===== src/hdl/sha512_cfg.svh =====
`ifndef SHA512_CFG_SVH
`define SHA512_CFG_SVH

// ====================================================================
// Credit pools handed to the requestor out of reset
// ====================================================================
`define SHA512_RD_CREDITS 4
`define SHA512_WR_CREDITS 2

// Widths of the word, address and length fields
`define SHA512_WORD_W 64
`define SHA512_ADDR_W 32
`define SHA512_LEN_W 16

// MMIO register indices as seen on the 3-bit index field
`define SHA512_REG_CTRL 3'd0
`define SHA512_REG_DSM 3'd1
`define SHA512_REG_SRC 3'd2
`define SHA512_REG_LEN 3'd3
`define SHA512_REG_STAT 3'd4

// First SHA-512 initial hash word, the starting value of every digest
`define SHA512_IV 64'h6a09e667f3bcc908

`endif


===== src/hdl/sha512_pkg.sv =====
`include "sha512_cfg.svh"

package sha512_pkg;

  // ====================================================================
  // Plain vector types
  // ====================================================================
  typedef logic [`SHA512_WORD_W-1:0] t_word;
  typedef logic [`SHA512_ADDR_W-1:0] t_addr;
  typedef logic [`SHA512_LEN_W-1:0]  t_len;
  typedef logic [2:0]                t_reg_idx;

  // ====================================================================
  // Host channel structs
  // ====================================================================

  // MMIO access from the host, a read when write is low
  typedef struct packed {
    logic     valid;
    logic     write;
    t_reg_idx idx;
    t_word    data;
  } t_mmio_req;

  // MMIO read data returned to the host
  typedef struct packed {
    logic  valid;
    t_word data;
  } t_mmio_rsp;

  typedef struct packed {
    logic  valid;
    t_addr addr;
  } t_rd_req;

  typedef struct packed {
    logic  valid;
    t_word data;
  } t_rd_rsp;

  typedef struct packed {
    logic  valid;
    t_addr addr;
    t_word data;
  } t_wr_req;

  // Everything the host sends, credits arrive as single-cycle pulses
  typedef struct packed {
    t_mmio_req mmio_req;
    t_rd_rsp   rd_rsp;
    logic      rd_credit;
    logic      wr_credit;
  } t_host_rx;

  typedef struct packed {
    t_mmio_rsp mmio_rsp;
    t_rd_req   rd_req;
    t_wr_req   wr_req;
  } t_host_tx;

  // Job setup from the register block to the requestor
  typedef struct packed {
    logic  start;
    t_addr dsm;
    t_addr src;
    t_len  len;
  } t_ctrl;

  typedef enum logic [2:0] {IDLE, FETCH, DRAIN, WRITE, DONE} t_req_state;

endpackage


===== src/hdl/sha512_afu.sv =====
`timescale 1ns/1ps

module sha512_afu
(
  input  logic                 clk,
  input  logic                 arst_n,
  input  sha512_pkg::t_host_rx host_rx,
  output sha512_pkg::t_host_tx host_tx
);

  // ====================================================================
  // Host input register
  // ====================================================================

  // Every host input lands here first, so the blocks see it a cycle late
  sha512_pkg::t_host_rx host_rx_q;

  always_ff @(posedge clk or negedge arst_n)
  begin
    if (!arst_n)
      host_rx_q <= '0;
    else
      host_rx_q <= host_rx;
  end

  // ====================================================================
  // Blocks
  // ====================================================================
  sha512_pkg::t_ctrl ctrl;
  logic              job_done;
  logic              fold_clear;
  logic              fold_valid;
  sha512_pkg::t_word fold_word;
  sha512_pkg::t_word digest;

  // The outgoing channels come straight from block registers
  sha512_csr u_csr
  (
    .clk      (clk),
    .arst_n   (arst_n),
    .mmio_req (host_rx_q.mmio_req),
    .mmio_rsp (host_tx.mmio_rsp),
    .ctrl     (ctrl),
    .job_done (job_done)
  );

  sha512_requestor u_requestor
  (
    .clk        (clk),
    .arst_n     (arst_n),
    .ctrl       (ctrl),
    .rd_rsp     (host_rx_q.rd_rsp),
    .rd_credit  (host_rx_q.rd_credit),
    .wr_credit  (host_rx_q.wr_credit),
    .rd_req     (host_tx.rd_req),
    .wr_req     (host_tx.wr_req),
    .fold_clear (fold_clear),
    .fold_valid (fold_valid),
    .fold_word  (fold_word),
    .digest     (digest),
    .job_done   (job_done)
  );

  sha512_sigma_fold u_fold
  (
    .clk    (clk),
    .arst_n (arst_n),
    .clear  (fold_clear),
    .valid  (fold_valid),
    .word   (fold_word),
    .digest (digest)
  );

endmodule


===== src/hdl/sha512_csr.sv =====
`timescale 1ns/1ps
`include "sha512_cfg.svh"

module sha512_csr
(
  input  logic                  clk,
  input  logic                  arst_n,
  input  sha512_pkg::t_mmio_req mmio_req,
  output sha512_pkg::t_mmio_rsp mmio_rsp,
  output sha512_pkg::t_ctrl     ctrl,
  input  logic                  job_done
);

  // Job setup registers, loaded only by host writes
  sha512_pkg::t_addr dsm_q;
  sha512_pkg::t_addr src_q;
  sha512_pkg::t_len  len_q;

  logic              start_q;
  logic              done_q;
  logic              rsp_valid_q;
  sha512_pkg::t_word rsp_data_q;
  sha512_pkg::t_word rd_data;

  logic wr_en;
  logic rd_en;
  logic ctrl_wr;

  assign wr_en   = mmio_req.valid && mmio_req.write;
  assign rd_en   = mmio_req.valid && !mmio_req.write;
  assign ctrl_wr = wr_en && (mmio_req.idx == `SHA512_REG_CTRL);

  // ====================================================================
  // Register writes
  // ====================================================================
  always_ff @(posedge clk)
  begin
    if (wr_en && mmio_req.idx == `SHA512_REG_DSM)
      dsm_q <= mmio_req.data[`SHA512_ADDR_W-1:0];
    if (wr_en && mmio_req.idx == `SHA512_REG_SRC)
      src_q <= mmio_req.data[`SHA512_ADDR_W-1:0];
    if (wr_en && mmio_req.idx == `SHA512_REG_LEN)
      len_q <= mmio_req.data[`SHA512_LEN_W-1:0];
  end

  // Start is a one-cycle pulse, done stays set until the next CTRL write
  always_ff @(posedge clk or negedge arst_n)
  begin
    if (!arst_n)
    begin
      start_q     <= 1'b0;
      done_q      <= 1'b0;
      rsp_valid_q <= 1'b0;
    end
    else
    begin
      start_q     <= ctrl_wr && mmio_req.data[0];
      rsp_valid_q <= rd_en;
      if (ctrl_wr)
        done_q <= 1'b0;
      else if (job_done)
        done_q <= 1'b1;
    end
  end

  // ====================================================================
  // Register reads
  // ====================================================================

  // CTRL is write-only and reads as zero like any unused index
  always_comb
  begin
    case (mmio_req.idx)
      `SHA512_REG_DSM:  rd_data = sha512_pkg::t_word'(dsm_q);
      `SHA512_REG_SRC:  rd_data = sha512_pkg::t_word'(src_q);
      `SHA512_REG_LEN:  rd_data = sha512_pkg::t_word'(len_q);
      `SHA512_REG_STAT: rd_data = sha512_pkg::t_word'(done_q);
      default:          rd_data = '0;
    endcase
  end

  // Read data is registered, so a response follows its request by one cycle
  always_ff @(posedge clk)
  begin
    rsp_data_q <= rd_data;
  end

  assign mmio_rsp.valid = rsp_valid_q;
  assign mmio_rsp.data  = rsp_data_q;

  assign ctrl.start = start_q;
  assign ctrl.dsm   = dsm_q;
  assign ctrl.src   = src_q;
  assign ctrl.len   = len_q;

  // The host must not issue CTRL starts on back-to-back cycles
  a_start_single: assert property (@(posedge clk) disable iff (!arst_n)
    start_q |=> !start_q);

endmodule


===== src/hdl/sha512_requestor.sv =====
`timescale 1ns/1ps
`include "sha512_cfg.svh"

module sha512_requestor
(
  input  logic                clk,
  input  logic                arst_n,
  input  sha512_pkg::t_ctrl   ctrl,
  input  sha512_pkg::t_rd_rsp rd_rsp,
  input  logic                rd_credit,
  input  logic                wr_credit,
  output sha512_pkg::t_rd_req rd_req,
  output sha512_pkg::t_wr_req wr_req,
  output logic                fold_clear,
  output logic                fold_valid,
  output sha512_pkg::t_word   fold_word,
  input  sha512_pkg::t_word   digest,
  output logic                job_done
);

  // Counter widths large enough to hold the full credit pools
  localparam int RD_CW = $clog2(`SHA512_RD_CREDITS + 1);
  localparam int WR_CW = $clog2(`SHA512_WR_CREDITS + 1);

  sha512_pkg::t_req_state state_q;
  logic [RD_CW-1:0]       rd_cnt_q;
  logic [WR_CW-1:0]       wr_cnt_q;
  sha512_pkg::t_len       issued_q;
  sha512_pkg::t_len       rcvd_q;

  // Job parameters captured when the job is accepted
  sha512_pkg::t_len  job_len_q;
  sha512_pkg::t_addr job_dsm_q;
  sha512_pkg::t_addr next_addr_q;

  logic              rd_valid_q;
  sha512_pkg::t_addr rd_addr_q;
  logic              wr_valid_q;
  sha512_pkg::t_word wr_data_q;
  logic              fold_clear_q;
  logic              fold_valid_q;
  sha512_pkg::t_word fold_word_q;

  logic take_job;
  logic issue_rd;
  logic issue_wr;

  assign take_job = (state_q == sha512_pkg::IDLE) && ctrl.start;

  // A read goes out only while a credit is held and words remain
  assign issue_rd = (state_q == sha512_pkg::FETCH) && (issued_q != job_len_q) &&
                    (rd_cnt_q != '0);

  // The digest write waits until no clear or fold update is still in flight
  assign issue_wr = (state_q == sha512_pkg::WRITE) && (wr_cnt_q != '0) &&
                    !fold_clear_q && !fold_valid_q;

  // ====================================================================
  // Credit counters
  // ====================================================================
  always_ff @(posedge clk or negedge arst_n)
  begin
    if (!arst_n)
    begin
      rd_cnt_q <= RD_CW'(`SHA512_RD_CREDITS);
      wr_cnt_q <= WR_CW'(`SHA512_WR_CREDITS);
    end
    else
    begin
      rd_cnt_q <= rd_cnt_q - RD_CW'(issue_rd) + RD_CW'(rd_credit);
      wr_cnt_q <= wr_cnt_q - WR_CW'(issue_wr) + WR_CW'(wr_credit);
    end
  end

  // ====================================================================
  // Job FSM
  // ====================================================================
  always_ff @(posedge clk or negedge arst_n)
  begin
    if (!arst_n)
    begin
      state_q      <= sha512_pkg::IDLE;
      issued_q     <= '0;
      rcvd_q       <= '0;
      rd_valid_q   <= 1'b0;
      wr_valid_q   <= 1'b0;
      fold_clear_q <= 1'b0;
      fold_valid_q <= 1'b0;
    end
    else
    begin
      rd_valid_q   <= issue_rd;
      wr_valid_q   <= issue_wr;
      fold_clear_q <= take_job;
      // Responses come back in order, so each one is folded as it lands
      fold_valid_q <= rd_rsp.valid;
      if (take_job)
      begin
        issued_q <= '0;
        rcvd_q   <= '0;
      end
      else
      begin
        if (issue_rd)
          issued_q <= issued_q + 1'b1;
        if (rd_rsp.valid)
          rcvd_q <= rcvd_q + 1'b1;
      end
      case (state_q)
        sha512_pkg::IDLE:
          if (ctrl.start)
            state_q <= (ctrl.len == '0) ? sha512_pkg::WRITE : sha512_pkg::FETCH;
        sha512_pkg::FETCH:
          if (issued_q == job_len_q)
            state_q <= sha512_pkg::DRAIN;
        sha512_pkg::DRAIN:
          if (rcvd_q == job_len_q)
            state_q <= sha512_pkg::WRITE;
        sha512_pkg::WRITE:
          if (issue_wr)
            state_q <= sha512_pkg::DONE;
        default:
          state_q <= sha512_pkg::IDLE;
      endcase
    end
  end

  // Addresses and data words
  always_ff @(posedge clk)
  begin
    fold_word_q <= rd_rsp.data;
    if (take_job)
    begin
      next_addr_q <= ctrl.src;
      job_len_q   <= ctrl.len;
      job_dsm_q   <= ctrl.dsm;
    end
    else if (issue_rd)
      next_addr_q <= next_addr_q + 1'b1;
    if (issue_rd)
      rd_addr_q <= next_addr_q;
    if (issue_wr)
      wr_data_q <= digest;
  end

  assign rd_req.valid = rd_valid_q;
  assign rd_req.addr  = rd_addr_q;
  assign wr_req.valid = wr_valid_q;
  assign wr_req.addr  = job_dsm_q;
  assign wr_req.data  = wr_data_q;
  assign fold_clear   = fold_clear_q;
  assign fold_valid   = fold_valid_q;
  assign fold_word    = fold_word_q;
  assign job_done     = (state_q == sha512_pkg::DONE);

  // A wrapped counter reads above the pool size, so one bound covers both ends
  a_rd_cnt_range: assert property (@(posedge clk) disable iff (!arst_n)
    rd_cnt_q <= RD_CW'(`SHA512_RD_CREDITS));
  a_wr_cnt_range: assert property (@(posedge clk) disable iff (!arst_n)
    wr_cnt_q <= WR_CW'(`SHA512_WR_CREDITS));

endmodule


===== src/hdl/sha512_sigma_fold.sv =====
`timescale 1ns/1ps
`include "sha512_cfg.svh"

module sha512_sigma_fold
(
  input  logic              clk,
  input  logic              arst_n,
  input  logic              clear,
  input  logic              valid,
  input  sha512_pkg::t_word word,
  output sha512_pkg::t_word digest
);

  sha512_pkg::t_word digest_q;

  function automatic sha512_pkg::t_word rotr(input sha512_pkg::t_word x, input int n);
    return (x >> n) | (x << (`SHA512_WORD_W - n));
  endfunction

  // Small sigma0 of SHA-512, applied to the incoming word
  function automatic sha512_pkg::t_word sigma0(input sha512_pkg::t_word x);
    return rotr(x, 1) ^ rotr(x, 8) ^ (x >> 7);
  endfunction

  // Small sigma1, applied to the running digest
  function automatic sha512_pkg::t_word sigma1(input sha512_pkg::t_word x);
    return rotr(x, 19) ^ rotr(x, 61) ^ (x >> 6);
  endfunction

  // Clear wins over a word arriving on the same cycle, sums wrap at 2^64
  always_ff @(posedge clk or negedge arst_n)
  begin
    if (!arst_n)
      digest_q <= `SHA512_IV;
    else if (clear)
      digest_q <= `SHA512_IV;
    else if (valid)
      digest_q <= sigma1(digest_q) + sigma0(word) + word;
  end

  assign digest = digest_q;

endmodule


===== config.mk =====
export PLATFORM = sky130hd
export DESIGN_NAME = sha512_afu
export DESIGN_NICKNAME = d
export VERILOG_FILES = /design/src/hdl/sha512_pkg.sv /design/src/hdl/sha512_afu.sv /design/src/hdl/sha512_csr.sv /design/src/hdl/sha512_requestor.sv /design/src/hdl/sha512_sigma_fold.sv
export VERILOG_INCLUDE_DIRS = /design/src /design/src/hdl
export SDC_FILE = /design/constraint.sdc
export NUM_CORES = 1
export LEC_CHECK = 0
export ABC_CLOCK_PERIOD_IN_PS = 7030
export BUFFER_PORTS_ARGS = -buffer_cell sky130_fd_sc_hd__buf_2
export CAP_MARGIN = 30
export CORE_MARGIN = 3
export CORE_UTILIZATION = 35
export CTS_BUF_LIST = sky130_fd_sc_hd__clkbuf_16
export CTS_CLUSTER_DIAMETER = 60
export DETAILED_ROUTE_END_ITERATION = 8
export PLACE_DENSITY = 0.5
export SKIP_CTS_REPAIR_TIMING = 1
export SLEW_MARGIN = 10
export SYNTH_ARGS = -nofsm -noshare
export SYNTH_HDL_FRONTEND = slang
export SYNTH_SLANG_ARGS = --single-unit

===== constraint.sdc =====
create_clock -name clk -period 7.03 [get_ports clk]
set_input_delay 0.3515 -clock clk [delete_from_list [all_inputs] [get_ports clk]]
set_output_delay 0.3515 -clock clk [all_outputs]
set_load 0.01 [all_outputs]

==> flow_summary_export.csv, run 1 <==
group,metric,value,unit
synthesis,ys.flop_type,"edfxtp_1",
routing,vias,17610,
finish,synthToLayoutAreaGrowth,21.54,%
setup_path,reg2reg_setup_slack,2.33,ns
synthesis,yosysUniqueCellTypes,79,
grt,overflow,0,
grt,grt_pass1_wl,115600,um
synthesis,ys_seq_area_share,56.22,%
finish,nets,2871,
floorplan,io_pins,333,
clock_network,clk_pin_slew,0.05,ns
setup_path,crit_fanout,6,
min_path,min_path_cells,0,
routing,drtIter0Drc,1056,
setup_path,slowest_delay,0.57,ns
synthesis,syn_inst,2206,
sta,period_needed,4.697,ns
sta,postLayoutSetupSlackWorst,2.333,ns
setup_path,path_cells,"xor2_1 -> xnor2_1 -> fa_1 -> inv_1 -> ha_1 -> fa_1 -> a21o_1 -> a311o_1 -> a21oi_2 -> o41a_4 -> o21ai_4 -> a221oi_4 -> o21ai_1 -> a31o_1 -> a31o_2",
floorplan,start_util,35.62,%
sta,hold_viol_final,0,
finish,n_fill_cell,7103,
min_path,hold_class,"flop to flop",
setup_path,critical_path.slowest_cell,"dfrtp_1",
sta,finalSetupTns,0,ns
placement,io_buffers,268,
grt,grt_start_max_net_pins,115,
routing,ant_nets,0,
synthesis,yosys_warnings,0,
synthesis,synth_edf_count,256,
finish,layout_commonest_cell,"buf_2",
grt,grt_pass1_vias,18110,
floorplan,dieArea,79740,um^2
routing,via_per_inst,4.857,
placement,dp_hpwl,58530,um
clock_network,cts_root_buf,"clkbuf_16",
routing,totalWireLength,78540,um
synthesis,ys_ff_latch,567,
setup_path,cp.required,7.55,ns
min_path,hold_end,"u_requestor.fold_word[12]",
setup_path,worstSetupPathType,"flop to flop",
sta,maxSlewHeadroom,38.40,%
sta,worst_pin_slew,0.9239,ns
placement,routabilityCongestion,0.8683,
clock_network,clk_latency,0.62,ns
setup_path,r2r_start,"u_fold.digest[7]",
sta,fin_crit_sh,66.81,%
floorplan,num_rows,100,
clock_network,cts_buffers,67,
floorplan,fp.dieH,282.4,um
sta,rsz0062_at_grt,"no",
sta,setup_viol,0,
clock_network,cts_tree,"done",
sta,report.final.slew_viol_count,0,
synthesis,synthArstFlopShare,37.92,%
routing,drt_first_pass_iters,5,
synthesis,syn-cell-area,26740,um^2
run,maxCapViolCount,0,
clock_network,cts_max_level,3,
clock_network,cts_buffer_depth,3,
grt,grtUsageTotal,19.60,%
run_status,outcome,"finished clean",
setup_path,cp-end-kind,"flop",
min_path,min-delay-start,"host_rx_q[14]",
floorplan,die_x,282.4,um
grt,antenna_found_initial,8,
setup_path,r2r_cells,15,
synthesis,postSynthAreaPerCell,12.12,um^2
sta,max_freq,212.9,MHz
setup_path,rr_endpoint,"u_fold.digest[41]",
setup_path,cpMostUsedCell,"fa_1",
clock_network,clock_sinks,567,
routing,drc,0,
routing,wire_per_inst,21.66,um
finish,layout_common_cells,"buf_2, edfxtp_1, xnor2_1",
setup_path,crit_path_start_kind,"flop",
sta,finalClockSkew,0.03451,ns
setup_path,critPathArrivalTime,5.22,ns
placement,dp_slack,2.352,ns
setup_path,startpoint,"u_fold.digest[7]",
floorplan,fp.coreArea,75070,um^2
finish,drive_gt1_share,17.71,%
[Yosys cell counts, types with 7 or more instances]
cell      number  area [um^2]
or3_1         12        75.07
dfxtp_1       96         1922
a31oi_1        7        43.79
o21ai_0       62        310.3
o211ai_1       8        60.06
and2_1        10        62.56
a22o_1        28        245.2
mux2_2        18        202.7
and3_1        19        118.9
a22oi_1       15        112.6
dfstp_2       34        893.4
a211o_1       24        210.2
a211oi_1       8        60.06
a21oi_1       87        435.4
nand2_1      126        473.0
nor4_1        11        68.82
nor3_1        22        110.1
mux2i_1       18        180.2
nand4_1       33        206.5
nand3_1       30        150.1
dfrtp_1      181         4529
fa_1          65         1301
nor2_1       126        473.0
buf_4         35        262.8
edfxtp_1     256         7687
clkbuf_1      57        214.0
xnor2_1      245         2146
a21o_1        47        352.8
nor2b_1        9        56.30
ha_1          69        863.3
o21bai_1       8        60.06
and4_1         7        61.31
inv_1        200        750.7
xor2_1       146         1279
[flip-flops by register name, indices dropped and copies added, names as in the netlist]
register	count
u_requestor.job_dsm_q	32
u_csr.rsp_data_q	32
u_csr.dsm_q	32
u_requestor.rd_cnt_q	3
u_requestor.rcvd_q	16
u_requestor.next_addr_q	32
u_fold.digest	64
u_requestor.fold_valid	1
u_requestor.rd_valid_q	1
u_requestor.wr_data_q	64
u_csr.len_q	16
u_requestor.rd_addr_q	32
u_requestor.wr_cnt_q	2
u_csr.src_q	32
u_requestor.state_q	3
u_requestor.job_len_q	16
u_csr.done_q	1
host_rx_q	104
u_requestor.fold_clear	1
u_csr.rsp_valid_q	1
u_requestor.fold_word	64
u_requestor.issued_q	16
u_requestor.wr_valid_q	1
u_csr.start_q	1
[cell type report]
cell class	instances	area (um^2)	share of cell area [%]
clock inverter	57	624.3	1.921
sequential	567	15030	46.26
timing repair buffer	395	2613	8.040
antenna	3	7.507	0.02310
inverter	201	754.5	2.322
multi-input combinational	1367	10580	32.54
clock buffer	67	1677	5.160
tap	969	1212	3.731
[per-layer routing]
layer  share of wire [%]  vias to the layer above  global-route usage, %
met5               0.046                        -                      0
met4                 3.0                        6                  6.271
met3                 5.6                      113                  4.102
met2                  49                      476                  32.91
met1                  42                     8739                  25.42
li1                    -                     8279                      -
[cells by family after synthesis]
| kind of cell | Yosys count | share of synthesized area (%) |
|---|---|---|
| fa+ha+maj | 134 | 8.096 |
| other cells | 1 | 0.01403 |
| compound gates | 353 | 9.229 |
| flops | 567 | 56.22 |
| mux | 36 | 1.432 |
| simple gates | 421 | 7.431 |
| buf+inv | 303 | 4.769 |
| xor+xnor | 391 | 12.81 |
[how the worst max path moves through the flow]
| stage | to | slack, ns | depth (start not counted) |
|---|---|---|---|
| floorplan | u_requestor.rd_cnt_q[2] | 2.75 | 11 |
| global placement | u_fold.digest[41] | 2.34 | 15 |
| detailed placement | u_fold.digest[57] | 2.35 | 15 |
| CTS | u_fold.digest[41] | 2.32 | 15 |
| global route | u_fold.digest[41] | 2.17 | 15 |
| finish | u_fold.digest[41] | 2.33 | 15 |
[critical path, delay by kind of cell (launching register included)]
kind	cells	cell delay [ns]
compound gates	9	2.41
flops	1	0.57
buf+inv	1	0.04
xor+xnor	2	0.42
fa+ha+maj	3	1.16
[metrics by stage]
stage / cells / utilization (%) / hold WS (ns) / cell area, um^2
2_1_floorplan: 2237 / - / 0.05591 / 26850
3_3_place_gp: 3392 / 38.75 / 0.3283 / 29090
3_5_place_dp: 3394 / 38.81 / 0.3277 / 29140
4_1_cts: 3518 / 41.88 / -0.2135 / 31440
5_1_grt: 3624 / 43.28 / 0.3327 / 32490
6_report: 3626 / 43.29 / 0.3336 / 32490
Power of run 1 is not shown: default switching activity piles up to over one toggle a cycle in this logic, so the estimate is an artifact.
==> run 2, diff against run 1 <==
ABC_AREA = 1   (was not set)
ABC_CLOCK_PERIOD_IN_PS = 3900   (was 7030)
PLACE_DENSITY = 0.51   (was 0.5)
clock period = 3.9 ns   (was 7.03 ns; I/O delays follow)
==> run 2 against run 1 <==
Effect of this change: via count grew 22%; first-iteration DRC count grew 57%; die area increased by 7.8%; flip-flop and latch count stayed put; routed wire length rose by 17%; worst hold slack worse by 0.21 ns; non-clock buffer count up 45; maximum frequency up 29%; register-to-register slack lost 2.1 ns; synthesized area grew 7.9%; cell count rose by 29%.
==> flow_summary_export.csv, run 2 <==
group,metric,value,unit
synthesis,synth_edf_count,256,
placement,dp_hpwl,70640,um
routing,vias,21440,
floorplan,fp.dieH,293.1,um
clock_network,cts_root_buf,"clkbuf_16",
setup_path,path_cells,"xnor2_1 -> xor2_1 -> buf_4 -> fa_1 -> inv_1 -> ha_1 -> a21oi_1 -> nand2_1 -> o21bai_1 -> nand2_1 -> nand2_1 -> a21oi_1 -> buf_4 -> nand3b_1 -> nand3_1 -> nand2_1",
synthesis,yosysUniqueCellTypes,59,
grt,grt_pass1_wl,134300,um
finish,largest-register,"host_rx_q",
setup_path,cp-end-kind,"flop",
synthesis,synthArstFlopShare,37.92,%
sta,finalSetupTns,0,ns
sta,setup_viol,0,
clock_network,cts_buffer_depth,3,
setup_path,critPathBufInv,3,
sta,worst_pin_slew,0.8915,ns
clock_network,cts_buffers,71,
setup_path,cp.required,4.39,ns
synthesis,yosys.area.top_type,"edfxtp_1",
synthesis,yosys_warnings,0,
setup_path,critPathArrivalTime,4.14,ns
sta,finalClockSkew,0.03970,ns
grt,grt.met1_usage,30.57,%
clock_network,cts_tree,"done",
grt,grt.busiest_layer,"met2",
clock_network,cts_max_level,3,
synthesis,synth_top_area_share,26.64,%
setup_path,r2r_start,"u_fold.digest[4]",
grt,grt_use_met3,3.749,%
setup_path,slowest_delay,0.46,ns
setup_path,cpMostUsedCell,"nand2_1",
synthesis,syn-cell-area,28860,um^2
routing,drc,0,
clock_network,clk_latency,0.64,ns
finish,synthToLayoutAreaGrowth,22.18,%
run,maxCapViolCount,0,
floorplan,num_rows,104,
setup_path,r2r_cells,16,
synthesis,syn_inst,3076,
synthesis,ys.flop_type,"edfxtp_1",
min_path,hold_class,"input pin to asynchronous set/reset pin",
finish,layout_commonest_cell,"nand2_1",
setup_path,crit_path_start_kind,"flop",
grt,grt_start_max_net_pins,79,
floorplan,dieArea,85930,um^2
floorplan,start_util,35.59,%
grt,met2_usage,32.51,%
setup_path,rr_endpoint,"u_fold.digest[58]",
synthesis,postSynthAreaPerCell,9.381,um^2
sta,max_freq,273.9,MHz
finish,largest_reg_flops,104,
sta,report.final.slew_viol_count,0,
setup_path,worstSetupPathType,"flop to flop",
synthesis,ys_ff_latch,567,
routing,drtIter0Drc,1662,
grt,grt_pass1_vias,20550,
sta,maxSlewHeadroom,40.50,%
routing,via_per_inst,4.587,
setup_path,reg2reg_setup_slack,0.25,ns
routing,ant_nets,0,
routing,drt_first_pass_iters,6,
sta,hold_viol_final,0,
synthesis,synth.most_common_cell,"nand2_1",
sta,rsz0062_at_grt,"no",
grt,antenna_found_initial,5,
placement,io_buffers,268,
sta,period_needed,3.651,ns
setup_path,crit_fanout,5,
floorplan,fp.coreArea,81070,um^2
floorplan,die_x,293.1,um
finish,nets,3825,
finish,drive_gt1_share,15.01,%
synthesis,ys_top_cells_by_area,"edfxtp_1, dfrtp_1, nand2_1",
synthesis,ys_seq_area_share,52.09,%
placement,routabilityCongestion,0.9476,
routing,totalWireLength,91860,um
grt,overflow,0,
run_status,outcome,"finished clean",
clock_network,clock_sinks,567,
synthesis,synthTopCellsByCount,"nand2_1, inv_1, edfxtp_1, nor2_1, dfrtp_1",
sta,fin_crit_sh,93.61,%
setup_path,critical_path.slowest_cell,"dfrtp_1",
floorplan,io_pins,333,
grt,grtUsageTotal,21.20,%
setup_path,cp_top_family,"compound AO/OA/AOI/OAI gates",
clock_network,clk_pin_slew,0.06,ns
finish,layout_common_cells,"nand2_1, inv_1, buf_2",
routing,wire_per_inst,19.65,um
-- run 2: cell types whose count changed in the layout (fill, tap and decap cells not counted), sizes merged, moves of 46 or more --
| cell | change |
|---|---|
| a21o | -46 |
| inv | +377 |
| nand2 | +627 |
| nand3 | +97 |
| nor2 | +62 |
| xnor2 | -84 |
-- run 2: cell type report --
class | count | area, um^2
diodes | 2 | 5.005
clock buffers | 72 | 1802
clock inverters | 60 | 551.8
fillers | 7978 | 45810
inverters | 575 | 2161
multi-input cells | 1898 | 11420
flip-flops and latches | 567 | 15030
well taps | 1060 | 1326
repair buffers | 440 | 2955
-- run 2: logic make-up after synthesis --
kind of cell / Yosys count / share of synthesized area (%)
buf+inv: 642 / 8.867
fa+ha+maj: 134 / 7.502
xor+xnor: 324 / 9.834
flops: 567 / 52.09
mux: 1 / 0.03469
other cells: 1 / 0.01300
simple gates: 1173 / 17.09
compound gates: 234 / 4.566
-- run 2: how the worst max path moves through the flow --
stage	start	slack (ns)	endpoint	depth (start not counted)
after floorplan	u_requestor.fold_clear	0.57	u_requestor.wr_cnt_q[0]	6
after global placement	u_fold.digest[36]	0.33	u_fold.digest[56]	14
after detailed placement	u_fold.digest[7]	0.35	u_fold.digest[57]	18
after CTS	u_fold.digest[36]	0.33	u_fold.digest[35]	16
after global routing	u_fold.digest[8]	0.03	u_fold.digest[60]	15
final	u_fold.digest[4]	0.25	u_fold.digest[58]	16
-- run 2: worst reg2reg max path, stage by stage, from the launching register on --
cell      delay [ns]
dfrtp_1         0.46
xnor2_1         0.22
xor2_1          0.41
buf_4           0.20
fa_1            0.41
inv_1           0.07
ha_1            0.32
a21oi_1         0.28
nand2_1         0.13
o21bai_1        0.22
nand2_1         0.08
nand2_1         0.04
a21oi_1         0.27
buf_4           0.18
nand3b_1        0.07
nand3_1         0.09
nand2_1         0.06
-- run 2: through the flow --
step           utilization (%)  std cells  hold WS [ns]  cell area, um^2  setup WS (ns)
3_5_place_dp             39.28       4435        0.2268            31850         0.3542
6_report                 43.49       4674        0.1251            35260         0.2493
3_3_place_gp             39.28       4435        0.2489            31850         0.3332
4_1_cts                  42.19       4567       -0.4530            34200         0.3293
5_1_grt                  43.49       4673        0.1692            35250        0.03282
2_1_floorplan                -       3107       -0.1006            28980         0.5669
-- run 2: layer usage --
metal	wire length, um	up-vias
li1	-	10500
met1	42980	10160
met5	0	-
met3	5366	125
met4	2704	0
met2	40810	657
Power of run 2 is left out for the same reason.
==> run 3, diff against run 2 <==
ABC_AREA = not set   (was 1)
PLACE_DENSITY = 0.52   (was 0.51)
==> run 3 against run 2 <==
Effect of this change: the run now ends with setup timing left; non-clock buffer count rose by 315; sequential share of layout area fell by 1.4 points; first-iteration DRC count fell by 28%; utilization rose by 5.1 points; worst hold slack got worse by 0.077 ns; register-to-register slack got worse by 0.53 ns; die area fell by 7.2%; critical path type unchanged.
==> flow_summary_export.csv, run 3 (same netlist as run 1, synthesis figures left out) <==
group,metric,value,unit
clock_network,cts_tree,"done",
clock_network,cts_root_buf,"clkbuf_16",
sta,maxSlewHeadroom,46.19,%
sta,setup_viol,27,
floorplan,fp.coreArea,75070,um^2
routing,drt_first_pass_iters,5,
routing,ant_nets,0,
setup_path,crit_fanout,6,
sta,rsz0062_at_grt,"yes",
setup_path,r2r_cells,17,
placement,dp_hpwl,63170,um
grt,grt_pass1_wl,120900,um
grt,overflow,0,
setup_path,rr_endpoint,"u_fold.digest[37]",
finish,largest_reg_flops,104,
routing,wire_per_inst,20.98,um
clock_network,clock_sinks,567,
sta,finalClockSkew,0.02753,ns
finish,largest-register,"host_rx_q",
min_path,hold_class,"input pin to asynchronous set/reset pin",
sta,fin_crit_sh,107.1,%
sta,hold_viol_final,0,
clock_network,cts_buffer_depth,3,
clock_network,clk_pin_slew,0.06,ns
setup_path,path_cells,"xor2_4 -> xnor2_2 -> fa_1 -> inv_2 -> ha_4 -> fa_2 -> a21o_1 -> a311o_1 -> a21oi_4 -> o41a_4 -> o21ai_4 -> a221oi_4 -> buf_12 -> buf_4 -> xor2_1 -> nor2_1 -> a211o_1",
floorplan,io_pins,333,
setup_path,cp_top_family,"compound AO/OA/AOI/OAI gates",
setup_path,crit_path_start_kind,"flop",
floorplan,fp.dieH,282.4,um
setup_path,worstSetupPathType,"flop to flop",
grt,grt_pass1_vias,19660,
sta,worst_pin_slew,0.8071,ns
setup_path,r2r_start,"u_fold.digest[20]",
routing,via_per_inst,4.833,
sta,report.final.slew_viol_count,0,
clock_network,cts_buffers,67,
floorplan,num_rows,100,
setup_path,critPathArrivalTime,4.71,ns
setup_path,critPathBufInv,3,
finish,layout_common_cells,"buf_4, buf_2, edfxtp_1",
clock_network,cts_max_level,3,
floorplan,dieArea,79740,um^2
setup_path,critical_path.slowest_cell,"dfstp_2",
sta,max_freq,239.4,MHz
setup_path,cp-end-kind,"flop",
setup_path,reg2reg_setup_slack,-0.28,ns
setup_path,cp.required,4.44,ns
placement,io_buffers,268,
routing,totalWireLength,83620,um
routing,drc,0,
placement,routabilityCongestion,0.9367,
sta,finalSetupTns,-3.976,ns
grt,grtUsageTotal,20.41,%
grt,antenna_found_initial,5,
sta,postLayoutSetupSlackWorst,-0.2768,ns
run_status,outcome,"finished, violations left",
sta,period_needed,4.177,ns
floorplan,start_util,35.62,%
routing,drtIter0Drc,1193,
routing,vias,19270,
run_status,violations,"setup timing",
finish,layout_commonest_cell,"buf_4",
clock_network,clk_latency,0.62,ns
setup_path,slowest_delay,0.62,ns
floorplan,die_x,282.4,um
run,maxCapViolCount,0,
finish,synthToLayoutAreaGrowth,36.38,%
finish,drive_gt1_share,31.95,%
finish,nets,3231,
grt,grt_start_max_net_pins,106,
-- run 3: changes by cell type in the layout (fill, tap and decap cells not counted), moves of 43 or more --
cell,before,now
a21o_1,1,47
nor2_1,179,124
nand3_1,122,30
inv_1,584,207
buf_4,63,342
xor2_1,163,120
nand2_1,746,123
xnor2_1,161,217
-- run 3: worst max path at each step --
stage,from,end,slack (ns),cells past startpoint
after floorplan,u_fold.digest[20],u_fold.digest[41],0.009,15
after global placement,u_fold.digest[18],u_fold.digest[50],-0.44,16
after detailed placement,u_fold.digest[18],u_fold.digest[50],-0.48,16
after CTS,u_fold.digest[18],u_fold.digest[50],-0.53,16
after global routing,u_fold.digest[28],u_fold.digest[45],-0.45,19
final,u_fold.digest[20],u_fold.digest[37],-0.28,17
-- run 3: area by class of cell --
type | instances | area, um^2
Clock buffer | 73 | 1827
Inverter | 201 | 754.5
Sequential cell | 567 | 15040
Multi-Input combinational cell | 1367 | 11630
Tap cell | 969 | 1212
Fill cell | 6792 | 38610
Timing Repair Buffer | 755 | 5560
Antenna cell | 3 | 7.507
Clock inverter | 51 | 434.2
-- run 3: stage by stage --
step | hold slack [ns] | worst slack, ns | instance area, um^2 | std cells | utilization, %
4_1_cts | -0.5566 | -0.5255 | 34010 | 3848 | 45.30
5_1_grt | 0.06546 | -0.4521 | 36460 | 3984 | 48.57
2_1_floorplan | -0.1006 | 0.009217 | 26860 | 2237 | -
6_report | 0.04848 | -0.2768 | 36460 | 3986 | 48.57
3_5_place_dp | 0.1095 | -0.4843 | 31750 | 3724 | 42.29
3_3_place_gp | 0.1124 | -0.4377 | 31750 | 3724 | 42.29
-- run 3: per-layer routing --
metal	GRT usage (%)	vias up	share of wire [%]
met2	35.49	573	50
li1	-	8991	-
met1	25.07	9545	41
met5	0	-	0.025
met3	4.366	152	5.3
met4	7.252	4	3.8
Power of run 3 is left out for the same reason.
